### config.mk
export PLATFORM = sky130hd
export DESIGN_NAME = ice51_top
export DESIGN_NICKNAME = d
export VERILOG_FILES = /design/src/ice51_pkg.sv /design/src/uart_rx.sv /design/src/uart_tx.sv /design/src/code_store.sv /design/src/fetch_unit.sv /design/src/exec_unit.sv /design/src/ice51_top.sv
export SDC_FILE = /design/constraint.sdc
export NUM_CORES = 2
export LEC_CHECK = 0
export BUFFER_PORTS_ARGS = -buffer_cell sky130_fd_sc_hd__buf_2
export CAP_MARGIN = 40
export CORE_MARGIN = 3
export CORE_UTILIZATION = 45
export CTS_BUF_LIST = sky130_fd_sc_hd__clkbuf_8
export CTS_CLUSTER_SIZE = 25
export DETAILED_ROUTE_END_ITERATION = 7
export GPL_ROUTABILITY_DRIVEN = 0
export HOLD_SLACK_MARGIN = 0.03
export PLACE_DENSITY_LB_ADDON = 0.2
export SLEW_MARGIN = 20
export SYNTH_ARGS = -nofsm -noshare
export SYNTH_HDL_FRONTEND = slang
export SYNTH_SLANG_ARGS = --single-unit
### constraint.sdc
create_clock -name i_clk -period 9.6 [get_ports i_clk]
set_input_delay 1.92 -clock i_clk [delete_from_list [all_inputs] [get_ports i_clk]]
set_output_delay 1.92 -clock i_clk [all_outputs]
set_load 0.03 [all_outputs]
### src/ice51_pkg.sv
`default_nettype none

package ice51_pkg;

   //////////////////////////////
   // uart timing
   localparam int BAUD_DIV   = 104;                    // cycles per bit minus one
   localparam int BAUD_CW    = $clog2(BAUD_DIV + 1);
   localparam int FRAME_BITS = 10;                     // start + 8 data + stop

   //////////////////////////////
   // memory map
   localparam int CODE_AW    = 8;
   localparam int CODE_DEPTH = 256;                    // also the boot load length

   localparam logic [15:0] TX_DATA_ADDR = 16'h0201;    // movx write sends a byte
   localparam logic [15:0] TX_STAT_ADDR = 16'h0200;    // bit 0 is tx busy

   //////////////////////////////
   // opcodes, standard 8051 encodings
   localparam logic [7:0] OP_NOP    = 8'h00;
   localparam logic [7:0] OP_LJMP   = 8'h02;
   localparam logic [7:0] OP_INCA   = 8'h04;
   localparam logic [7:0] OP_INCR   = 8'h08;  // rN forms, low bits pick the register
   localparam logic [7:0] OP_RRC    = 8'h13;
   localparam logic [7:0] OP_DECA   = 8'h14;
   localparam logic [7:0] OP_DECR   = 8'h18;
   localparam logic [7:0] OP_RL     = 8'h23;
   localparam logic [7:0] OP_ADDAI  = 8'h24;
   localparam logic [7:0] OP_ADDAR  = 8'h28;
   localparam logic [7:0] OP_ADDCI  = 8'h34;
   localparam logic [7:0] OP_JC     = 8'h40;
   localparam logic [7:0] OP_ORLAI  = 8'h44;
   localparam logic [7:0] OP_JNC    = 8'h50;
   localparam logic [7:0] OP_ANLAI  = 8'h54;
   localparam logic [7:0] OP_XRLAI  = 8'h64;
   localparam logic [7:0] OP_JZ     = 8'h60;
   localparam logic [7:0] OP_JNZ    = 8'h70;
   localparam logic [7:0] OP_MOVAI  = 8'h74;
   localparam logic [7:0] OP_MOVRI  = 8'h78;
   localparam logic [7:0] OP_SJMP   = 8'h80;
   localparam logic [7:0] OP_MOVDP  = 8'h90;
   localparam logic [7:0] OP_SUBBAI = 8'h94;
   localparam logic [7:0] OP_SUBBAR = 8'h98;
   localparam logic [7:0] OP_CLRC   = 8'hC3;
   localparam logic [7:0] OP_SETBC  = 8'hD3;
   localparam logic [7:0] OP_DJNZR  = 8'hD8;
   localparam logic [7:0] OP_MOVXAD = 8'hE0;
   localparam logic [7:0] OP_CLRA   = 8'hE4;
   localparam logic [7:0] OP_MOVAR  = 8'hE8;
   localparam logic [7:0] OP_MOVXDA = 8'hF0;
   localparam logic [7:0] OP_CPLA   = 8'hF4;
   localparam logic [7:0] OP_MOVRA  = 8'hF8;

   //////////////////////////////
   // shared types
   typedef enum logic [2:0] {
      FETCH,
      DECODE0,
      DECODE1,
      DECODE2,
      EXECUTE
   } seq_state_e;

   typedef struct packed {
      logic [7:0] opcode;
      logic [7:0] operand1;   // immediate, rel offset or address high
      logic [7:0] operand2;   // address low
   } instr_t;

   typedef struct packed {
      logic acc_zero;
      logic carry;
      logic djnz_nonzero;     // selected rN minus one is not zero
   } core_flags_t;

   typedef struct packed {
      logic       valid;
      logic [7:0] data;
   } uart_byte_t;

   // x8..xF opcodes are rN forms, fold them onto their x8 base
   function automatic logic [7:0] op_class(input logic [7:0] op);
      return op[3] ? {op[7:3], 3'b000} : op;
   endfunction

endpackage

`default_nettype wire

### src/uart_rx.sv
`timescale 1ns/1ps
`default_nettype none

module uart_rx (
   input  logic                  i_clk,
   input  logic                  i_nrst,
   input  logic                  i_uart_rx,
   output ice51_pkg::uart_byte_t o_byte
);
   import ice51_pkg::*;

   typedef enum logic [1:0] {RX_IDLE, RX_START, RX_DATA, RX_STOP} rx_state_e;

   rx_state_e          state;
   logic [1:0]         sync;
   logic               rx;
   logic [BAUD_CW-1:0] cnt;
   logic               full_tick;
   logic               half_tick;
   logic [7:0]         shift;

   assign rx        = sync[1];
   assign full_tick = (cnt == BAUD_CW'(BAUD_DIV));
   assign half_tick = (cnt == BAUD_CW'(BAUD_DIV / 2));

   always_ff @(posedge i_clk or negedge i_nrst) begin
      if (!i_nrst) sync <= 2'b11;             // line idles high
      else         sync <= {sync[0], i_uart_rx};
   end

   always_ff @(posedge i_clk or negedge i_nrst) begin
      if (!i_nrst) begin
         state <= RX_IDLE;
         cnt   <= '0;
         shift <= '0;
      end else begin
         cnt <= cnt + 1'b1;
         case (state)
            RX_IDLE: begin
               cnt <= '0;
               if (!rx) begin
                  state <= RX_START;
                  shift <= 8'h80;             // marker, falls out after 8 shifts
               end
            end
            RX_START: if (half_tick) begin
               cnt   <= '0;                   // now aligned to bit centres
               state <= rx ? RX_IDLE : RX_DATA;
            end
            RX_DATA: if (full_tick) begin
               cnt   <= '0;
               shift <= {rx, shift[7:1]};     // lsb first
               if (shift[0]) state <= RX_STOP;
            end
            RX_STOP: if (full_tick) state <= RX_IDLE;
            default: state <= RX_IDLE;
         endcase
      end
   end

   assign o_byte = '{valid: (state == RX_STOP) && full_tick, data: shift};

endmodule

`default_nettype wire

### src/uart_tx.sv
`timescale 1ns/1ps
`default_nettype none

module uart_tx (
   input  logic                  i_clk,
   input  logic                  i_nrst,
   input  ice51_pkg::uart_byte_t i_byte,
   output logic                  o_uart_tx,
   output logic                  o_busy
);
   import ice51_pkg::*;

   typedef enum logic [1:0] {TX_IDLE, TX_START, TX_SEND} tx_state_e;

   tx_state_e          state;
   logic [BAUD_CW-1:0] timer;
   logic [3:0]         bit_cnt;
   logic [7:0]         shift;
   logic               tick;
   logic               finish;

   assign tick   = (timer == BAUD_CW'(BAUD_DIV));
   assign finish = tick && (bit_cnt == 4'(FRAME_BITS - 1));   // end of stop bit

   always_ff @(posedge i_clk or negedge i_nrst) begin
      if (!i_nrst) begin
         state   <= TX_IDLE;
         timer   <= '0;
         bit_cnt <= '0;
         shift   <= '1;
      end else begin
         timer <= (state == TX_IDLE || tick) ? '0 : timer + 1'b1;
         case (state)
            TX_IDLE: if (i_byte.valid) begin
               state   <= TX_START;
               shift   <= i_byte.data;
               bit_cnt <= '0;
            end
            TX_START: if (tick) begin
               state   <= TX_SEND;
               bit_cnt <= bit_cnt + 1'b1;
            end
            TX_SEND: begin
               if (finish) begin
                  state <= TX_IDLE;
               end else if (tick) begin
                  shift   <= {1'b1, shift[7:1]};   // ones backfill the stop level
                  bit_cnt <= bit_cnt + 1'b1;
               end
            end
            default: state <= TX_IDLE;
         endcase
      end
   end

   assign o_uart_tx = (state == TX_START) ? 1'b0 :
                      (state == TX_SEND)  ? shift[0] : 1'b1;
   assign o_busy    = (state != TX_IDLE);

   // the program has to poll the status before writing
   a_no_write_busy: assert property (@(posedge i_clk) disable iff (!i_nrst)
      i_byte.valid |-> !o_busy) else $error("tx write while busy");

   // frame closes on a high stop bit and the line stays high
   a_idle_high: assert property (@(posedge i_clk) disable iff (!i_nrst)
      $fell(o_busy) |-> o_uart_tx && $past(o_uart_tx)) else $error("tx line low in idle");

endmodule

`default_nettype wire

### src/code_store.sv
`timescale 1ns/1ps
`default_nettype none

module code_store (
   input  logic                          i_clk,
   input  logic                          i_nrst,
   input  ice51_pkg::uart_byte_t         i_byte,
   input  logic [ice51_pkg::CODE_AW-1:0] i_addr,
   output logic [7:0]                    o_data,
   output logic                          o_load_done
);
   import ice51_pkg::*;

   logic [7:0]         mem [CODE_DEPTH];
   logic [CODE_AW-1:0] load_cnt;
   logic               load_wr;

   assign load_wr = i_byte.valid && !o_load_done;

   always_ff @(posedge i_clk) begin
      if (load_wr) mem[load_cnt] <= i_byte.data;
      o_data <= mem[i_addr];                  // one cycle read
   end

   //////////////////////////////
   // boot load counter
   always_ff @(posedge i_clk or negedge i_nrst) begin
      if (!i_nrst) begin
         load_cnt    <= '0;
         o_load_done <= 1'b0;
      end else if (load_wr) begin
         load_cnt <= load_cnt + 1'b1;
         if (load_cnt == CODE_AW'(CODE_DEPTH - 1)) o_load_done <= 1'b1;   // sticky
      end
   end

   // sender must stop after exactly CODE_DEPTH bytes
   a_no_late_load: assert property (@(posedge i_clk) disable iff (!i_nrst)
      i_byte.valid |-> !o_load_done) else $error("boot byte after load done");

endmodule

`default_nettype wire

### src/fetch_unit.sv
`timescale 1ns/1ps
`default_nettype none

module fetch_unit (
   input  logic                          i_clk,
   input  logic                          i_nrst,
   input  logic                          i_load_done,
   input  logic [7:0]                    i_code,
   input  ice51_pkg::core_flags_t        i_flags,
   output logic [ice51_pkg::CODE_AW-1:0] o_addr,
   output ice51_pkg::instr_t             o_instr,
   output logic                          o_exec
);
   import ice51_pkg::*;

   seq_state_e         state;
   seq_state_e         state_next;
   logic [CODE_AW-1:0] pc;
   logic [7:0]         op_now;
   logic [1:0]         len_now;
   logic               taken;
   logic               is_ljmp;

   // bytes per instruction, unknown opcodes run as one byte no-ops
   function automatic logic [1:0] instr_len(input logic [7:0] op);
      case (op_class(op))
         OP_LJMP, OP_MOVDP:                       return 2'd3;
         OP_ADDAI, OP_ADDCI, OP_SUBBAI, OP_ANLAI,
         OP_ORLAI, OP_XRLAI, OP_MOVAI, OP_MOVRI,
         OP_SJMP, OP_JZ, OP_JNZ, OP_JC, OP_JNC,
         OP_DJNZR:                                return 2'd2;
         default:                                 return 2'd1;
      endcase
   endfunction

   // opcode shows on the code bus in DECODE0, latched after that
   assign op_now  = (state == DECODE0) ? i_code : o_instr.opcode;
   assign len_now = instr_len(op_now);

   //////////////////////////////
   // sequencer
   always_comb begin
      state_next = state;
      case (state)
         FETCH:   if (i_load_done) state_next = DECODE0;
         DECODE0: state_next = (len_now != 2'd1) ? DECODE1 : EXECUTE;
         DECODE1: state_next = (len_now == 2'd3) ? DECODE2 : EXECUTE;
         DECODE2: state_next = EXECUTE;
         default: state_next = FETCH;         // EXECUTE is a single cycle
      endcase
   end

   always_ff @(posedge i_clk or negedge i_nrst) begin
      if (!i_nrst) state <= FETCH;
      else         state <= state_next;
   end

   //////////////////////////////
   // branch decision
   always_comb begin
      case (op_class(o_instr.opcode))
         OP_SJMP:  taken = 1'b1;
         OP_JZ:    taken = i_flags.acc_zero;
         OP_JNZ:   taken = !i_flags.acc_zero;
         OP_JC:    taken = i_flags.carry;
         OP_JNC:   taken = !i_flags.carry;
         OP_DJNZR: taken = i_flags.djnz_nonzero;
         default:  taken = 1'b0;
      endcase
   end

   assign is_ljmp = (o_instr.opcode == OP_LJMP);

   // pc walks the instruction bytes, so in EXECUTE it points past it
   always_ff @(posedge i_clk or negedge i_nrst) begin
      if (!i_nrst) begin
         pc <= '0;
      end else begin
         case (state)
            FETCH:   if (i_load_done) pc <= pc + 1'b1;
            DECODE0: if (len_now != 2'd1) pc <= pc + 1'b1;
            DECODE1: if (len_now == 2'd3) pc <= pc + 1'b1;
            EXECUTE: begin
               if (is_ljmp)    pc <= o_instr.operand2;        // low byte only
               else if (taken) pc <= pc + o_instr.operand1;   // signed rel wraps
            end
            default: ;
         endcase
      end
   end

   always_ff @(posedge i_clk or negedge i_nrst) begin
      if (!i_nrst) begin
         o_instr <= '0;
      end else begin
         case (state)
            DECODE0: o_instr.opcode   <= i_code;
            DECODE1: o_instr.operand1 <= i_code;
            DECODE2: o_instr.operand2 <= i_code;
            default: ;
         endcase
      end
   end

   assign o_addr = pc;
   assign o_exec = (state == EXECUTE);

   a_state_legal: assert property (@(posedge i_clk) disable iff (!i_nrst)
      state inside {FETCH, DECODE0, DECODE1, DECODE2, EXECUTE})
      else $error("illegal sequencer state %0h", state);

endmodule

`default_nettype wire

### src/exec_unit.sv
`timescale 1ns/1ps
`default_nettype none

module exec_unit (
   input  logic                   i_clk,
   input  logic                   i_nrst,
   input  ice51_pkg::instr_t      i_instr,
   input  logic                   i_exec,
   input  logic                   i_tx_busy,
   output ice51_pkg::core_flags_t o_flags,
   output ice51_pkg::uart_byte_t  o_tx
);
   import ice51_pkg::*;

   logic [7:0]  acc;
   logic [7:0]  acc_next;
   logic        carry;
   logic        carry_next;
   logic [7:0]  regs [8];
   logic        reg_we;
   logic [7:0]  reg_wdata;
   logic [15:0] dptr;
   logic        dptr_we;
   logic        tx_wr;
   logic [7:0]  op;
   logic [2:0]  rsel;
   logic [7:0]  imm;
   logic [7:0]  rval;
   logic [7:0]  alu_b;
   logic        cin;
   logic [8:0]  sum;
   logic [8:0]  diff;

   assign op    = op_class(i_instr.opcode);
   assign rsel  = i_instr.opcode[2:0];
   assign imm   = i_instr.operand1;
   assign rval  = regs[rsel];

   //////////////////////////////
   // adder and subtractor
   assign alu_b = i_instr.opcode[3] ? rval : imm;   // rN form or #imm
   assign cin   = (op == OP_ADDCI) && carry;
   assign sum   = {1'b0, acc} + {1'b0, alu_b} + {8'd0, cin};
   assign diff  = {1'b0, acc} - {1'b0, alu_b} - {8'd0, carry};   // bit 8 is borrow

   always_comb begin
      acc_next   = acc;
      carry_next = carry;
      reg_we     = 1'b0;
      reg_wdata  = rval;
      dptr_we    = 1'b0;
      tx_wr      = 1'b0;
      case (op)
         OP_NOP:   ;
         OP_MOVAI: acc_next = imm;
         OP_ADDAI, OP_ADDAR, OP_ADDCI: begin
            acc_next   = sum[7:0];
            carry_next = sum[8];
         end
         OP_SUBBAI, OP_SUBBAR: begin
            acc_next   = diff[7:0];
            carry_next = diff[8];
         end
         OP_ANLAI: acc_next = acc & imm;
         OP_ORLAI: acc_next = acc | imm;
         OP_XRLAI: acc_next = acc ^ imm;
         OP_INCA:  acc_next = acc + 8'd1;     // carry untouched
         OP_DECA:  acc_next = acc - 8'd1;
         OP_CLRA:  acc_next = '0;
         OP_CPLA:  acc_next = ~acc;
         OP_RL:    acc_next = {acc[6:0], acc[7]};
         OP_RRC: begin
            acc_next   = {carry, acc[7:1]};   // rotate through carry
            carry_next = acc[0];
         end
         OP_CLRC:  carry_next = 1'b0;
         OP_SETBC: carry_next = 1'b1;
         OP_MOVAR: acc_next = rval;
         OP_MOVRA: begin
            reg_we    = 1'b1;
            reg_wdata = acc;
         end
         OP_MOVRI: begin
            reg_we    = 1'b1;
            reg_wdata = imm;
         end
         OP_INCR: begin
            reg_we    = 1'b1;
            reg_wdata = rval + 8'd1;
         end
         OP_DECR, OP_DJNZR: begin
            reg_we    = 1'b1;
            reg_wdata = rval - 8'd1;
         end
         OP_MOVDP: dptr_we = 1'b1;
         OP_MOVXAD: if (dptr == TX_STAT_ADDR) acc_next = {7'd0, i_tx_busy};
         OP_MOVXDA: tx_wr = (dptr == TX_DATA_ADDR);
         default:  ;                          // anything else is a no-op
      endcase
   end

   //////////////////////////////
   // architectural state
   always_ff @(posedge i_clk or negedge i_nrst) begin
      if (!i_nrst) begin
         acc   <= '0;
         carry <= 1'b0;
         dptr  <= '0;
      end else if (i_exec) begin
         acc   <= acc_next;
         carry <= carry_next;
         if (dptr_we) dptr <= {i_instr.operand1, i_instr.operand2};
      end
   end

   always_ff @(posedge i_clk or negedge i_nrst) begin
      if (!i_nrst) begin
         for (int i = 0; i < 8; i++) regs[i] <= '0;
      end else if (i_exec && reg_we) begin
         regs[rsel] <= reg_wdata;
      end
   end

   assign o_flags = '{acc_zero:     (acc == 8'd0),
                      carry:        carry,
                      djnz_nonzero: ((rval - 8'd1) != 8'd0)};

   assign o_tx = '{valid: i_exec && tx_wr, data: acc};

endmodule

`default_nettype wire

### src/ice51_top.sv
`timescale 1ns/1ps
`default_nettype none

module ice51_top (
   input  logic i_clk,
   input  logic i_nrst,
   input  logic i_uart_rx,
   output logic o_uart_tx
);

   ice51_pkg::uart_byte_t         rx_byte;
   ice51_pkg::uart_byte_t         tx_byte;
   ice51_pkg::instr_t             instr;
   ice51_pkg::core_flags_t        flags;
   logic [ice51_pkg::CODE_AW-1:0] code_addr;
   logic [7:0]                    code_data;
   logic                          load_done;
   logic                          exec;
   logic                          tx_busy;

   uart_rx u_uart_rx (
      .i_clk     (i_clk),
      .i_nrst    (i_nrst),
      .i_uart_rx (i_uart_rx),
      .o_byte    (rx_byte)
   );

   code_store u_code_store (
      .i_clk       (i_clk),
      .i_nrst      (i_nrst),
      .i_byte      (rx_byte),
      .i_addr      (code_addr),
      .o_data      (code_data),
      .o_load_done (load_done)
   );

   fetch_unit u_fetch_unit (
      .i_clk       (i_clk),
      .i_nrst      (i_nrst),
      .i_load_done (load_done),
      .i_code      (code_data),
      .i_flags     (flags),
      .o_addr      (code_addr),
      .o_instr     (instr),
      .o_exec      (exec)
   );

   exec_unit u_exec_unit (
      .i_clk     (i_clk),
      .i_nrst    (i_nrst),
      .i_instr   (instr),
      .i_exec    (exec),
      .i_tx_busy (tx_busy),
      .o_flags   (flags),
      .o_tx      (tx_byte)
   );

   uart_tx u_uart_tx (
      .i_clk     (i_clk),
      .i_nrst    (i_nrst),
      .i_byte    (tx_byte),
      .o_uart_tx (o_uart_tx),
      .o_busy    (tx_busy)
   );

endmodule

`default_nettype wire

==> metrics <==
Netlist cell types 99; Die X 454 µm; max-slew violations 0; Setup Skew 58.2 ps; H-tree lvl count 5; Final ANT Viol Nets 0; hpwl dp 132000 µm; crit path DAT 5520 ps; IO buf count 3; DRC viols 0; cts hold-fix bufs 0; Iter 0 DRT Violations 5191; FMAX 217 MHz; Min Clock Period, post-route 4610 ps; mapped cell area 90400 µm²; Post-synth top flop edfxtp_1; status completed; routed len/inst 29.3 µm; Max VDD drop 0.147 mV; number of max-cap violations 0; first-pass GRT wire length 329000 µm; top-area cell type share of the netlist area 0.680; Yosys Warn Count 0; via count 45600; placed insts 6975; via/cell ratio 5.92; peak fanout along the critical path 31; Final setup viols 0; post-CTS sizing 0; cell taking the most area after synthesis edfxtp_1; asr flop ratio synth 0.0776; vias in the first global route 46100; Tcrit/Tclk final 0.481; Final Hold Vio Count 0; total chip power 18.2 mW; total global routing overflow 0; Clock transition at path regs 60 ps; Post-synth EDFFs 2048; drt first pass iters 7; FP Rows 163; Final Util 0.512; Worst Tran Pin Value 1060 ps; CTS tree done; setup bufs post-CTS 0; Die ar. 206000 µm²; layout cells sized above 1 0.296; Nets 4861; commonest non-fill, non-tap cell in the layout edfxtp_1; Starting Density 0.455; Final TNS setup 0 ps; Core Box Area 199000 µm²; clock sink count 2229; Final WS setup 4990 ps; Syn Area/Cell 20.4 µm²; clock root cell clkbuf_8; Crit Path Class reg -> reg; Area contributors post-synth edfxtp_1, mux4_2, dfrtp_1; clk_lat worst skew 1050 ps; most frequent cells in the layout edfxtp_1, mux4_2, clkbuf_8; register area share after synthesis 0.730; largest net degree at the start of global routing 192; max_slew headroom 0.294; HP Class reg -> reg; clk buf depth 4; RSZ-0062 raised after global routing false; P_leak 26.3 nW; Worst Path Required 10500 ps; IO Pins 4; number of synthesized register bits 2229; pwr dens 179 nW/µm²; DP Area 94300 µm²; CP Launch Type flop; pre-CTS setup slack 5040 ps; CTS buffer count 376; WL final 225000 µm; Die Y-Extent 454 µm; post-route cell area 102000 µm²; syn_nets 4517; final cell count without fillers 7698; initial antenna violation count 3; GR Util All Layers 0.220; Fin Hold WS 363 ps; synth-to-layout area growth 12.4%; Cells after Synth 4440; crit end category flop
cell usage after synthesis, drive strengths merged (22+ instances only):
cell type,number
o21ai,64
a21oi,79
nor3,22
a211oi,22
ha,68
xnor2,32
nor2,346
clkbuf,146
mux4,673
edfxtp,2048
mux2i,27
nand2,122
buf,102
nand3,33
inv,69
dfrtp,163
mux2,93
cell families (layout without fill, tap and decap cells):
group / after synthesis / count (layout) / share of synthesized area
adders and majority gates: 74 / 74 / 0.0107
DFF: 2229 / 2229 / 0.730
buffers and inverters: 321 / 937 / 0.0150
muxes: 793 / 793 / 0.182
and+or+nand+nor: 657 / 657 / 0.0333
AOI/OAI and AO/OA: 324 / 324 / 0.0247
other: 0 / 2 / 0
xor gates and xnor gates: 42 / 42 / 0.00407
routing by layer:
layer  routed length (µm)  track usage  up-vias
met5                    0            0        -
met4                 6930       0.0728        0
met3                16600       0.0421      364
met2               108000        0.341     1921
met1                94100        0.316    24300
li1                     -            -    19100
final cells by class:
cell class                 count  area (µm²)
timing repair buffer         214        2210
sequential                  2229       66000
clock buffer                 391        5380
tap                         2640        3300
inverter                      73         277
multi-input combinational   1890       23100
fill                       15900       97000
clock inverter               259        1300
antenna                        2        5.00
critical path: stages, from the launching register on:
cell and delay, ps:
dfrtp_1 500, buf_4 430, mux2i_1 290, o22ai_1 140, nor3_2 660, a21o_1 260
inv_1 60, fa_1 400, inv_1 100, fa_1 220, o21bai_1 80, a21oi_1 240
o21bai_1 100, a21oi_1 270, o21bai_1 100, a221oi_1 260, o22ai_1 120, a31o_2 240
final timing paths:
kind,end,start,cells after the start,slack (ps)
worst max-delay path,u_exec_unit.carry,u_fetch_unit.o_instr[16],17,4990
worst min-delay path,u_uart_rx.sync[1],u_uart_rx.sync[0],0,360
worst max register to register,u_exec_unit.carry,u_fetch_unit.o_instr[16],17,4990
worst min register to register,u_uart_rx.sync[1],u_uart_rx.sync[0],0,360
max in group asynchronous,u_fetch_unit.o_addr[3],i_nrst,3,7970
min in group asynchronous,u_exec_unit.regs[21],i_nrst,1,790
flip-flops by register name (all words and copies together), names as in the netlist, 16 cells and up, named ones only:
name	cells
u_fetch_unit.o_instr	24
u_exec_unit.regs	64
u_exec_unit.dptr	16
u_code_store.mem	2048
power by group:
group | switching [mW] | internal [mW] | leakage, nW
Sequential | 0.000250 | 10.5 | 16.2
Clock | 3.70 | 4.01 | 3.89
Combinational | 0.0151 | 0.00326 | 6.24
Total | 3.72 | 14.5 | 26.3
(Power assumes the default switching activity.)
